### src/fib_macros.svh
`ifndef FIB_MACROS_SVH
`define FIB_MACROS_SVH

// Width of a binary value
`define FIB_VALUE_W 14

// Code digits, weights 1, 2, 3, 5 up to 10946
`define FIB_DIGITS 20

// Digit stages per encoder register group
// 1, 2, 4, 5, 10 and 20 all divide the digit count
`define FIB_STAGE_GROUP 5

// One register per stage group
`define FIB_ENC_LATENCY (`FIB_DIGITS / `FIB_STAGE_GROUP)

// Partial sums, then final add
`define FIB_DEC_LATENCY 2

`endif

### src/fib_pkg.sv
`include "fib_macros.svh"

package fib_pkg;

    typedef logic [`FIB_VALUE_W-1:0] fib_value_t;
    typedef logic [`FIB_VALUE_W:0]   fib_sum_t;    // Holds the full weight total 28655
    typedef logic [`FIB_DIGITS-1:0]  fib_code_t;   // Bit k-1 is digit k

    typedef struct packed {
        logic       valid;
        fib_value_t value;
    } enc_in_t;

    typedef struct packed {
        logic      valid;
        fib_code_t code;
    } enc_out_t;

    typedef struct packed {
        logic       valid;
        fib_value_t remainder;
        fib_code_t  code;        // Digits chosen so far
        logic       last_digit;  // Lowest digit chosen so far
    } enc_state_t;

    typedef struct packed {
        logic      valid;
        fib_code_t code;
    } dec_in_t;

    typedef struct packed {
        logic       valid;
        fib_value_t value;
        logic       overflow;
    } dec_out_t;

    // Weight of digit k is F(k+1)
    function automatic fib_sum_t fib_weight(input int k);
        int a;
        int b;
        int t;
        a = 1;
        b = 1;
        for (int i = 1; i < k; i++)
        begin
            t = a + b;
            a = b;
            b = t;
        end
        return fib_sum_t'(b);
    endfunction

    // Sum of weights of digits 1 to k-1
    function automatic fib_sum_t fib_lower_sum(input int k);
        fib_sum_t s;
        s = '0;
        for (int j = 1; j < k; j++)
            s = s + fib_weight(j);
        return s;
    endfunction

endpackage

### src/fib_codec_top.sv
module fib_codec_top
    import fib_pkg::*;
(
    input  logic     clk,
    input  logic     reset,

    // Binary to code
    input  enc_in_t  enc_in,
    output enc_out_t enc_out,

    // Code to binary
    input  dec_in_t  dec_in,
    output dec_out_t dec_out
);

    // The two paths share only clock and reset
    fib_encoder u_encoder (
        .clk    (clk),
        .reset  (reset),
        .enc_in (enc_in),
        .enc_out(enc_out)
    );

    fib_decoder u_decoder (
        .clk    (clk),
        .reset  (reset),
        .dec_in (dec_in),
        .dec_out(dec_out)
    );

endmodule

### src/fib_decoder.sv
`include "fib_macros.svh"

module fib_decoder
    import fib_pkg::*;
(
    input  logic     clk,
    input  logic     reset,
    input  dec_in_t  dec_in,
    output dec_out_t dec_out
);

    localparam int       HALF      = `FIB_DIGITS / 2;
    localparam fib_sum_t VALUE_MAX = fib_sum_t'((1 << `FIB_VALUE_W) - 1);

    fib_sum_t                    sum_lo;
    fib_sum_t                    sum_hi;
    fib_sum_t                    sum_lo_q;
    fib_sum_t                    sum_hi_q;
    fib_sum_t                    total;
    logic [`FIB_DEC_LATENCY-1:0] valid_q;
    fib_value_t                  value_q;
    logic                        overflow_q;

    always_comb
    begin
        sum_lo = '0;
        sum_hi = '0;
        for (int k = 1; k <= HALF; k++)
        begin
            if (dec_in.code[k-1])
                sum_lo = sum_lo + fib_weight(k);
        end
        for (int k = HALF + 1; k <= `FIB_DIGITS; k++)
        begin
            if (dec_in.code[k-1])
                sum_hi = sum_hi + fib_weight(k);
        end
    end

    assign total = sum_lo_q + sum_hi_q;  // At most 28655, no carry out

    always_ff @(posedge clk)
    begin
        if (reset)
        begin
            valid_q <= '0;
        end
        else
        begin
            valid_q <= {valid_q[`FIB_DEC_LATENCY-2:0], dec_in.valid};
        end
        sum_lo_q   <= sum_lo;
        sum_hi_q   <= sum_hi;
        value_q    <= total[`FIB_VALUE_W-1:0];
        overflow_q <= (total > VALUE_MAX);
    end

    assign dec_out = '{
        valid:    valid_q[`FIB_DEC_LATENCY-1],
        value:    value_q,
        overflow: overflow_q
    };

endmodule

### src/fib_digit_stage.sv
module fib_digit_stage
    import fib_pkg::*;
#(
    parameter int DIGIT = 1
)
(
    input  fib_value_t remainder_in,
    input  logic       prev_digit,
    output logic       digit,
    output fib_value_t remainder_out
);

    localparam fib_sum_t WEIGHT = fib_weight(DIGIT);
    localparam fib_sum_t LOWER  = fib_lower_sum(DIGIT);

    fib_sum_t rem_wide;

    assign rem_wide = fib_sum_t'(remainder_in);

    always_comb
    begin
        if (rem_wide > LOWER)
        begin
            digit = 1'b1;        // Lower digits cannot cover the rest
        end
        else if (rem_wide < WEIGHT)
        begin
            digit = 1'b0;
        end
        else
        begin
            digit = prev_digit;  // Free choice, keep the run going
        end

        if (digit)
        begin
            remainder_out = remainder_in - fib_value_t'(WEIGHT);
        end
        else
        begin
            remainder_out = remainder_in;
        end
    end

endmodule

### src/fib_encoder.sv
`include "fib_macros.svh"

module fib_encoder
    import fib_pkg::*;
(
    input  logic     clk,
    input  logic     reset,
    input  enc_in_t  enc_in,
    output enc_out_t enc_out
);

    localparam int GROUP    = `FIB_STAGE_GROUP;
    localparam int N_GROUPS = `FIB_ENC_LATENCY;

    // Per stage, index 0 handles the highest digit
    fib_value_t rem_in    [`FIB_DIGITS];
    fib_value_t rem_out   [`FIB_DIGITS];
    logic       prev_in   [`FIB_DIGITS];
    logic       digit_out [`FIB_DIGITS];
    fib_code_t  code_in   [`FIB_DIGITS];
    fib_code_t  code_out  [`FIB_DIGITS];

    // State entering and leaving each register group
    enc_state_t grp_in  [N_GROUPS];
    enc_state_t grp_out [N_GROUPS];

    assign grp_in[0] = '{
        valid:      enc_in.valid,
        remainder:  enc_in.value,
        code:       '0,
        last_digit: 1'b0             // Digit above the top counts as 0
    };

    for (genvar i = 0; i < `FIB_DIGITS; i++)
    begin : g_stage
        localparam int DIGIT = `FIB_DIGITS - i;
        localparam int GRP   = i / GROUP;

        if (i % GROUP == 0)
        begin : g_head
            assign rem_in[i]  = grp_in[GRP].remainder;
            assign prev_in[i] = grp_in[GRP].last_digit;
            assign code_in[i] = grp_in[GRP].code;
        end
        else
        begin : g_link
            assign rem_in[i]  = rem_out[i-1];
            assign prev_in[i] = digit_out[i-1];
            assign code_in[i] = code_out[i-1];
        end

        fib_digit_stage #(
            .DIGIT(DIGIT)
        ) u_digit (
            .remainder_in (rem_in[i]),
            .prev_digit   (prev_in[i]),
            .digit        (digit_out[i]),
            .remainder_out(rem_out[i])
        );

        assign code_out[i] = code_in[i] | (fib_code_t'(digit_out[i]) << (DIGIT - 1));
    end

    for (genvar g = 0; g < N_GROUPS; g++)
    begin : g_group
        localparam int TAIL = (g + 1) * GROUP - 1;

        enc_state_t state_q;

        always_ff @(posedge clk)
        begin
            if (reset)
            begin
                state_q.valid <= 1'b0;
            end
            else
            begin
                state_q.valid <= grp_in[g].valid;
            end
            state_q.remainder  <= rem_out[TAIL];
            state_q.code       <= code_out[TAIL];
            state_q.last_digit <= digit_out[TAIL];
        end

        assign grp_out[g] = state_q;

        if (g > 0)
        begin : g_chain
            assign grp_in[g] = grp_out[g-1];
        end
    end

    assign enc_out = '{
        valid: grp_out[N_GROUPS-1].valid,
        code:  grp_out[N_GROUPS-1].code
    };

endmodule

### config.mk
export PLATFORM = sky130hd
export DESIGN_NAME = fib_codec_top
export DESIGN_NICKNAME = d
export VERILOG_FILES = /design/src/fib_pkg.sv /design/src/fib_codec_top.sv /design/src/fib_decoder.sv /design/src/fib_digit_stage.sv /design/src/fib_encoder.sv
export VERILOG_INCLUDE_DIRS = /design/src
export SDC_FILE = /design/constraint.sdc
export NUM_CORES = 1
export LEC_CHECK = 0
export BUFFER_PORTS_ARGS = -buffer_cell sky130_fd_sc_hd__buf_2
export CORE_MARGIN = 2
export CORE_UTILIZATION = 55
export CTS_CLUSTER_DIAMETER = 150
export DETAILED_ROUTE_END_ITERATION = 8
export PLACE_DENSITY_LB_ADDON = 0.12
export SETUP_SLACK_MARGIN = 0.05
export SLEW_MARGIN = 20
export SYNTH_ARGS = -nofsm -noshare
export SYNTH_HDL_FRONTEND = slang
export SYNTH_SLANG_ARGS = --single-unit
### constraint.sdc
create_clock -name clk -period 8.2 [get_ports clk]
set_input_delay 0.82 -clock clk [delete_from_list [all_inputs] [get_ports clk]]
set_output_delay 0.82 -clock clk [all_outputs]
set_load 0.01 [all_outputs]
======== After elaboration in Yosys (flattened, before gate mapping) ========
Index checks and enable logic that the tools add are counted.
word-level totals
  logic and storage cells ................. 194
  output and inout bits ................... 37
  register bits ........................... 176
  memories ................................ 0
  bits of input ports ..................... 38
  memory bits (read-only) ................. 0
  bits in writable memories ............... 0
  bits in latches ......................... 0
cells by class
  equal/unequal tests ..................... 0
  muxes and demuxes ....................... 78
  magnitude comparators ................... 40
  shift-type cells ........................ 0
  div/mod/pow operators ................... 0
  add/sub/neg operators ................... 38
  multiply operators ...................... 0
  reductions and logical operators ........ 0
  bitwise logic cells ..................... 19
operator list
  cell                    count
  $mux 15                 18
  $mux 14                 19
  $mux 1                  40
  $add 15x10->15 const B  2
  $add 15x13->15 const B  2
  $add 15x4->15 const B   2
  $add 15x6->15 const B   2
  $gt 14x1->1 const B     2
  $gt 14x10->1 const B    2
  $gt 14x13->1 const B    2
  $gt 14x6->1 const B     2
  $gt 14x8->1 const B     2
  $lt 14x10->1 const B    2
  $lt 14x13->1 const B    2
  $lt 14x2->1 const B     2
  $lt 14x4->1 const B     2
  $lt 14x6->1 const B     2
  $lt 14x8->1 const B     2
  $sub 14x10->14 const B  2
  $sub 14x13->14 const B  2
  $sub 14x2->14 const B   2
  $sub 14x4->14 const B   2
  $sub 14x6->14 const B   2
  $sub 14x8->14 const B   2
  other kinds (56)        56

======== Logic depth before layout (Yosys ltp) ========
  word-level depth ........................ 20
  mapped depth ............................ 47
  gate-level depth less buffers ........... 40

======== By module ========
A second synthesis with hierarchy kept.
second synthesis, totals
  cell total of the unflattened synthesis .. 1767
  area, all modules ....................... 14581.5 sq um
modules (own cells, without submodules)
  module                                           cells each  times used  seq. area each (sq um)  area an instance (sq um)
  fib_decoder                                      569         1           840.8                   4824.6
  fib_encoder                                      101         1           1921.8                  1950.6
  fib_digit_stage (u_encoder.g_stage[10].u_digit)  88          1           0.0                     569.3
  fib_digit_stage (u_encoder.g_stage[1].u_digit)   67          1           0.0                     528.0
  fib_digit_stage (u_encoder.g_stage[4].u_digit)   64          1           0.0                     441.7
  fib_digit_stage (u_encoder.g_stage[5].u_digit)   61          1           0.0                     432.9
  fib_digit_stage (u_encoder.g_stage[13].u_digit)  58          1           0.0                     427.9
  fib_digit_stage (u_encoder.g_stage[16].u_digit)  57          1           0.0                     415.4
  fib_digit_stage (u_encoder.g_stage[19].u_digit)  57          1           0.0                     407.9
  fib_digit_stage (u_encoder.g_stage[12].u_digit)  49          1           0.0                     386.6
  fib_digit_stage (u_encoder.g_stage[11].u_digit)  52          1           0.0                     382.9
  fib_digit_stage (u_encoder.g_stage[8].u_digit)   54          1           0.0                     381.6
  fib_digit_stage (u_encoder.g_stage[7].u_digit)   54          1           0.0                     365.4
  fib_digit_stage (u_encoder.g_stage[17].u_digit)  51          1           0.0                     361.6
  8 more rows                                      n/a         n/a         n/a                     n/a

======== Worst setup path after synthesis ========
OpenSTA, ideal clock, no wires.
  kind .................................... flip-flop to flip-flop
  start point ............................. register u_encoder.g_group[1].state_q[21] (netlist bit)
  end point ............................... register u_encoder.g_group[2].state_q[26] (netlist bit)
  library setup time ...................... 0.128 ns
  data arrival time ....................... 8.216 ns
  slack ................................... -0.145 ns
  required time ........................... 8.072 ns
  buffers on the path ..................... 7
  clock period less this slack ............ 8.345 ns
  cell stages (with the launch flop) ...... 42
  path through ............................ dfxtp_1 > clkbuf_1 > inv_1 > ha_1 > nand2b_1 > buf_2 > a21oi_1 > o311a_2 > inv_2 > buf_1 > a21oi_1 > ha_1 > a311o_1 > a221o_1 > a21o_1 > a21boi_4 > mux2_4 > o21ai_2 > [6 not listed] > nor2_1 > a221o_1 > a211oi_1 > a211oi_1 > or2_2 > and2_1 > buf_6 > xnor2_1 > ha_1 > nor2b_1 > nand4_1 > a22oi_1 > a221oi_1 > a21o_1 > nand3_2 > buf_6 > nor3b_1 > xor2_1
on the way
  longest elaborated chain between the ends .. 20
  elaborated cells on any way between the ends .. 30
  classes of those cells .................. add/sub (5); order compare (10); mux (15)
ends and longest elaborated chain
  what                                                line                   RTL
  from (decl)                                         fib_encoder.sv:68      enc_state_t state_q;
  $lt 14x7->1                                         fib_digit_stage.sv:26  else if (rem_wide < WEIGHT)
  $mux 1                                              fib_digit_stage.sv:26
  $mux 1                                              fib_digit_stage.sv:22  if (rem_wide > LOWER)
  $mux 14                                             fib_digit_stage.sv:35  if (digit)
  $lt 14x6->1                                         fib_digit_stage.sv:26
  $mux 1                                              fib_digit_stage.sv:26
  $mux 1                                              fib_digit_stage.sv:22
  $mux 14                                             fib_digit_stage.sv:35
  [6 not listed]                                      n/a
  $mux 1                                              fib_digit_stage.sv:22
  $mux 14                                             fib_digit_stage.sv:35
  $lt 14x4->1                                         fib_digit_stage.sv:26
  $mux 1                                              fib_digit_stage.sv:26
  $mux 1 (*)                                          fib_digit_stage.sv:22
  via u_encoder.g_stage[14].u_digit.digit             fib_digit_stage.sv:9   output logic digit,
  $mux 14 (*)                                         fib_digit_stage.sv:35
  via u_encoder.g_stage[14].u_digit.remainder_out[5]  fib_digit_stage.sv:10  output fib_value_t remainder_out
  to (decl)                                           fib_encoder.sv:68
Mark *: on every way through the listed nets, which the timed path passes. The rest lies on a longest branch.
A chain may end at the register's enable or synchronous reset.

======== Worst setup path in the final report ========
  start point ............................. register u_encoder.g_group[1].state_q[25] (netlist bit)
  end point ............................... register u_encoder.g_group[2].state_q[24] (netlist bit)
on the way
  longest elaborated chain between the ends .. 20
  elaborated cells on any way between the ends .. 30
  classes of those cells .................. add/sub (5); order compare (10); mux (15)
ends and longest elaborated chain
  what                                                line
  $lt 14x7->1                                         fib_digit_stage.sv:26
  $mux 1                                              fib_digit_stage.sv:26
  $mux 1                                              fib_digit_stage.sv:22
  $mux 14                                             fib_digit_stage.sv:35
  $lt 14x6->1                                         fib_digit_stage.sv:26
  $mux 1                                              fib_digit_stage.sv:26
  $mux 1                                              fib_digit_stage.sv:22
  $mux 14                                             fib_digit_stage.sv:35
  [5 not listed]                                      n/a
  $mux 1                                              fib_digit_stage.sv:26
  $mux 1                                              fib_digit_stage.sv:22
  $mux 14                                             fib_digit_stage.sv:35
  $lt 14x4->1                                         fib_digit_stage.sv:26
  $mux 1                                              fib_digit_stage.sv:26
  $mux 1                                              fib_digit_stage.sv:22
  $mux 14 (*)                                         fib_digit_stage.sv:35
  via u_encoder.g_stage[14].u_digit.remainder_out[3]  fib_digit_stage.sv:10
Marked as above.

==> summary.txt <==
Outcome
  – Status: finished clean

Floorplanning
  – Die height: 169 um
  – Die area: 28500 um2
  – Initial Util: 55.7%
  – Die W: 169 um
  – CORE AREA: 26800 um2
  – I/O pin count: 75
  – Core Rows: 60

Setup path
  – Reg2Reg Setup Slack: 0.45 ns
  – Critical path class: flip-flop to flip-flop
  – Cells on worst reg2reg path: 35
  – Critical R2R Launch: u_encoder.g_group[1].state_q[25]$_DFF_P_
  – Arr. time, crit path: 8.08 ns
  – R2R Path End: u_encoder.g_group[2].state_q[24]$_DFF_P_
  – Crit path capture type: flip-flop
  – Crit-path max FO: 11
  – Required @ worst endpoint: 8.53 ns
  – CP peak stage delay: 0.54 ns
  – CP startpoint kind: flip-flop
  – CP max stage cell: or4_4

Min path
  – Hold Path Sink: u_encoder.code_in[91]$_DFF_P_
  – Cell depth of the worst hold path: 0
  – Worst Hold Class: flip-flop to flip-flop
  – Hold Crit Start: u_encoder.code_in[191]$_DFF_P_

Flow run
  – Max Cap Violations: 0

Detailed routing
  – Average vias per placed instance: 6.10
  – DRC viols: 0
  – Final ANT Viol Nets: 0
  – Routed len/inst: 16.2 um
  – Via count: 14.6k
  – Routed WL: 38700 um
  – First-pass DRT Iterations: 7
  – First-iteration detailed-routing DRC count: 1005

Clock network
  – Clk Latency, worst-skew pair: 0.44 ns
  – CTS H-tree depth: 4
  – CTS sink cnt: 134
  – CTS tree: done
  – Clk root buf: clkbuf_16
  – Clock Path Buffers: 2
  – Num CTS Buffers: 17
  – Clk slew on worst S/H paths: 0.07 ns

Synthesis
  – Synth Area in Simple Gates: 25.2%
  – Largest family of logic cells by synthesized area: compound AO/OA/AOI/OAI gates
  – Mux contribution to synthesized area: 4.17%
  – Synth Flop Type: dfxtp_1
  – Post-synth top area share: 18.0%
  – EDFF count, synth: 0
  – Area leader, netlist: dfxtp_1
  – Synth Area in Compound Gates: 26.1%
  – Mapped cell area: 14900 um2
  – Ys async rst share: 0%
  – Part of the Yosys area used for sequential elements: 18.0%
  – Number of synthesized register bits: 134
  – Synthesized area per cell: 7.62 um2
  – Synth Area in Adders: 5.07%
  – Xor/xnor share of the synthesized area: 16.4%
  – Synth area leaders: dfxtp_1, xnor2_1, ha_1
  – Mapped Cells: 1958
  – Post-synth cell types: 124
  – Yosys warning total: 0

Global routing
  – Largest net degree at the start of global routing: 20
  – Initial antenna violation count: 1
  – First-pass GRT wire length: 65300 um
  – GRT Resource Usage Total: 27.1%
  – Global route overflow: 0
  – Number of global-route vias before repair: 13.5k

Timing
  – Minimum clock period: 7.75 ns
  – Fin. Hold Viols: 0
  – Max Fclk: 129 MHz
  – Final Slew Violations: 0
  – RSZ-0062 raised after global routing: yes
  – Rel. slew slack: 46.4%
  – Measured slew at the worst slew-check pin: 0.796 ns
  – Setup violators final: 0
  – Skew final: 0.0123 ns
  – Setup TNS: 0 ns
  – Period utilization: 94.5%

Placed design
  – Buffers on Ports: 73
  – Detailed Place HPWL: 30100 um
  – Final Wtd Congestion: 0.949

Layout
  – Most frequent cells in the layout: xnor2_1, nand2_1, nor2_1, dfxtp_1, o21ai_0
  – NumNets Final: 2131
  – Area delta synth->final: 10.8%
  – Most common cell after layout, fill and taps aside: xnor2_1
  – Fraction of layout cells with a size suffix above 1: 14.6%
## repair_timing
action / in CTS / in global routing
resized for setup: 0 / 26
endpoints found under the setup margin: 0 / 26
setup buffers: 0 / 8
hold buffers: 0 / 0
## per-stage QoR
step	area [um2]	utilization, %	std cells	worst slack [ns]	hold WS, ns
after floorplan	14900	-	1959	0.0999	0.310
after global placement	15700	58.7	2348	0.201	0.311
after detailed placement	15700	58.7	2348	0.104	0.314
after CTS	16300	61.0	2380	0.0744	0.324
after global routing	16500	61.7	2389	0.0267	0.328
final	16500	61.7	2389	0.447	0.323
## cells by family after synthesis
logic type               Yosys count
AO/OA/AOI/OAI                    533
other                              1
flip-flops                       134
AND/OR/NAND/NOR                  726
adder cells (fa/ha/maj)           60
XOR/XNOR                         274
buffers and inverters            171
multiplexers                      59
## synth_stat cells, types with 24 or more instances
cell	count
xnor2_1	188
and2_1	25
mux2i_1	42
nand2b_1	32
nor2b_1	24
nor4_1	26
o21ai_0	99
and3_1	26
nor3_1	47
xor2_1	81
clkbuf_1	46
nand3_1	65
ha_1	58
dfxtp_1	134
o211ai_1	24
inv_1	83
nand4_1	24
a21oi_1	92
nor2_1	159
nand2_1	181
## worst max path at each step
| stage | start | end | cells after the start | slack, ns |
|---|---|---|---|---|
| after floorplan | u_encoder.g_group[1].state_q[22]$_DFF_P_ | u_encoder.g_group[2].state_q[26]$_DFF_P_ | 41 | 0.1 |
| after global placement | u_encoder.g_group[0].state_q[21]$_DFF_P_ | u_encoder.g_group[1].state_q[30]$_DFF_P_ | 30 | 0.20 |
| after detailed placement | u_encoder.g_group[1].state_q[25]$_DFF_P_ | u_encoder.g_group[2].state_q[24]$_DFF_P_ | 34 | 0.10 |
| after CTS | u_encoder.g_group[1].state_q[25]$_DFF_P_ | u_encoder.g_group[2].state_q[24]$_DFF_P_ | 34 | 0.07 |
| after global routing | u_encoder.g_group[1].state_q[33]$_DFF_P_ | u_encoder.g_group[2].state_q[24]$_DFF_P_ | 35 | 0.03 |
| final | u_encoder.g_group[1].state_q[25]$_DFF_P_ | u_encoder.g_group[2].state_q[24]$_DFF_P_ | 35 | 0.45 |
## per-layer routing
metal  part of all wire [%]  vias up  wire [um]  global-route usage (%)
li1                       -     7298          -                       -
met1                     46     6873      17700                    35.5
met2                     48      359      18700                    46.9
met3                    4.6       43       1790                    3.93
met4                    1.4        0        547                    6.60
met5                      0        -          0                       0
## cell type report
class / instances / area, um2
Inverter: 92 / 355
Multi-Input combinational cell: 1654 / 11600
Fill cell: 2467 / 10300
Sequential cell: 134 / 2690
Clock inverter: 15 / 185
Antenna cell: 1 / 2.50
Tap cell: 341 / 427
Timing Repair Buffer: 135 / 831
Clock buffer: 17 / 425
## state kept, by name, indices dropped and copies added, names as in the netlist
register and cells:
u_decoder.sum_hi_q 15, u_decoder.valid_q 2, u_encoder.code_in 27, u_encoder.g_group.state_q 45
u_decoder.overflow_q 1, u_encoder.enc_out 20, u_decoder.sum_lo_q 10, u_decoder.value_q 14
## worst max-delay path, delay by kind of cell, from the launching register on
| kind | cells | cell delay, ns |
|---|---|---|
| and+or+nand+nor | 12 | 2.22 |
| muxes | 2 | 0.56 |
| AOI/OAI and AO/OA | 15 | 3.48 |
| DFF | 1 | 0.36 |
| adders and majority gates | 3 | 0.69 |
| buffers and inverters | 2 | 0.21 |
| xor gates and xnor gates | 1 | 0.13 |
Power is not shown: default switching activity piles up to over one toggle a cycle in this logic, so the estimate is an artifact.
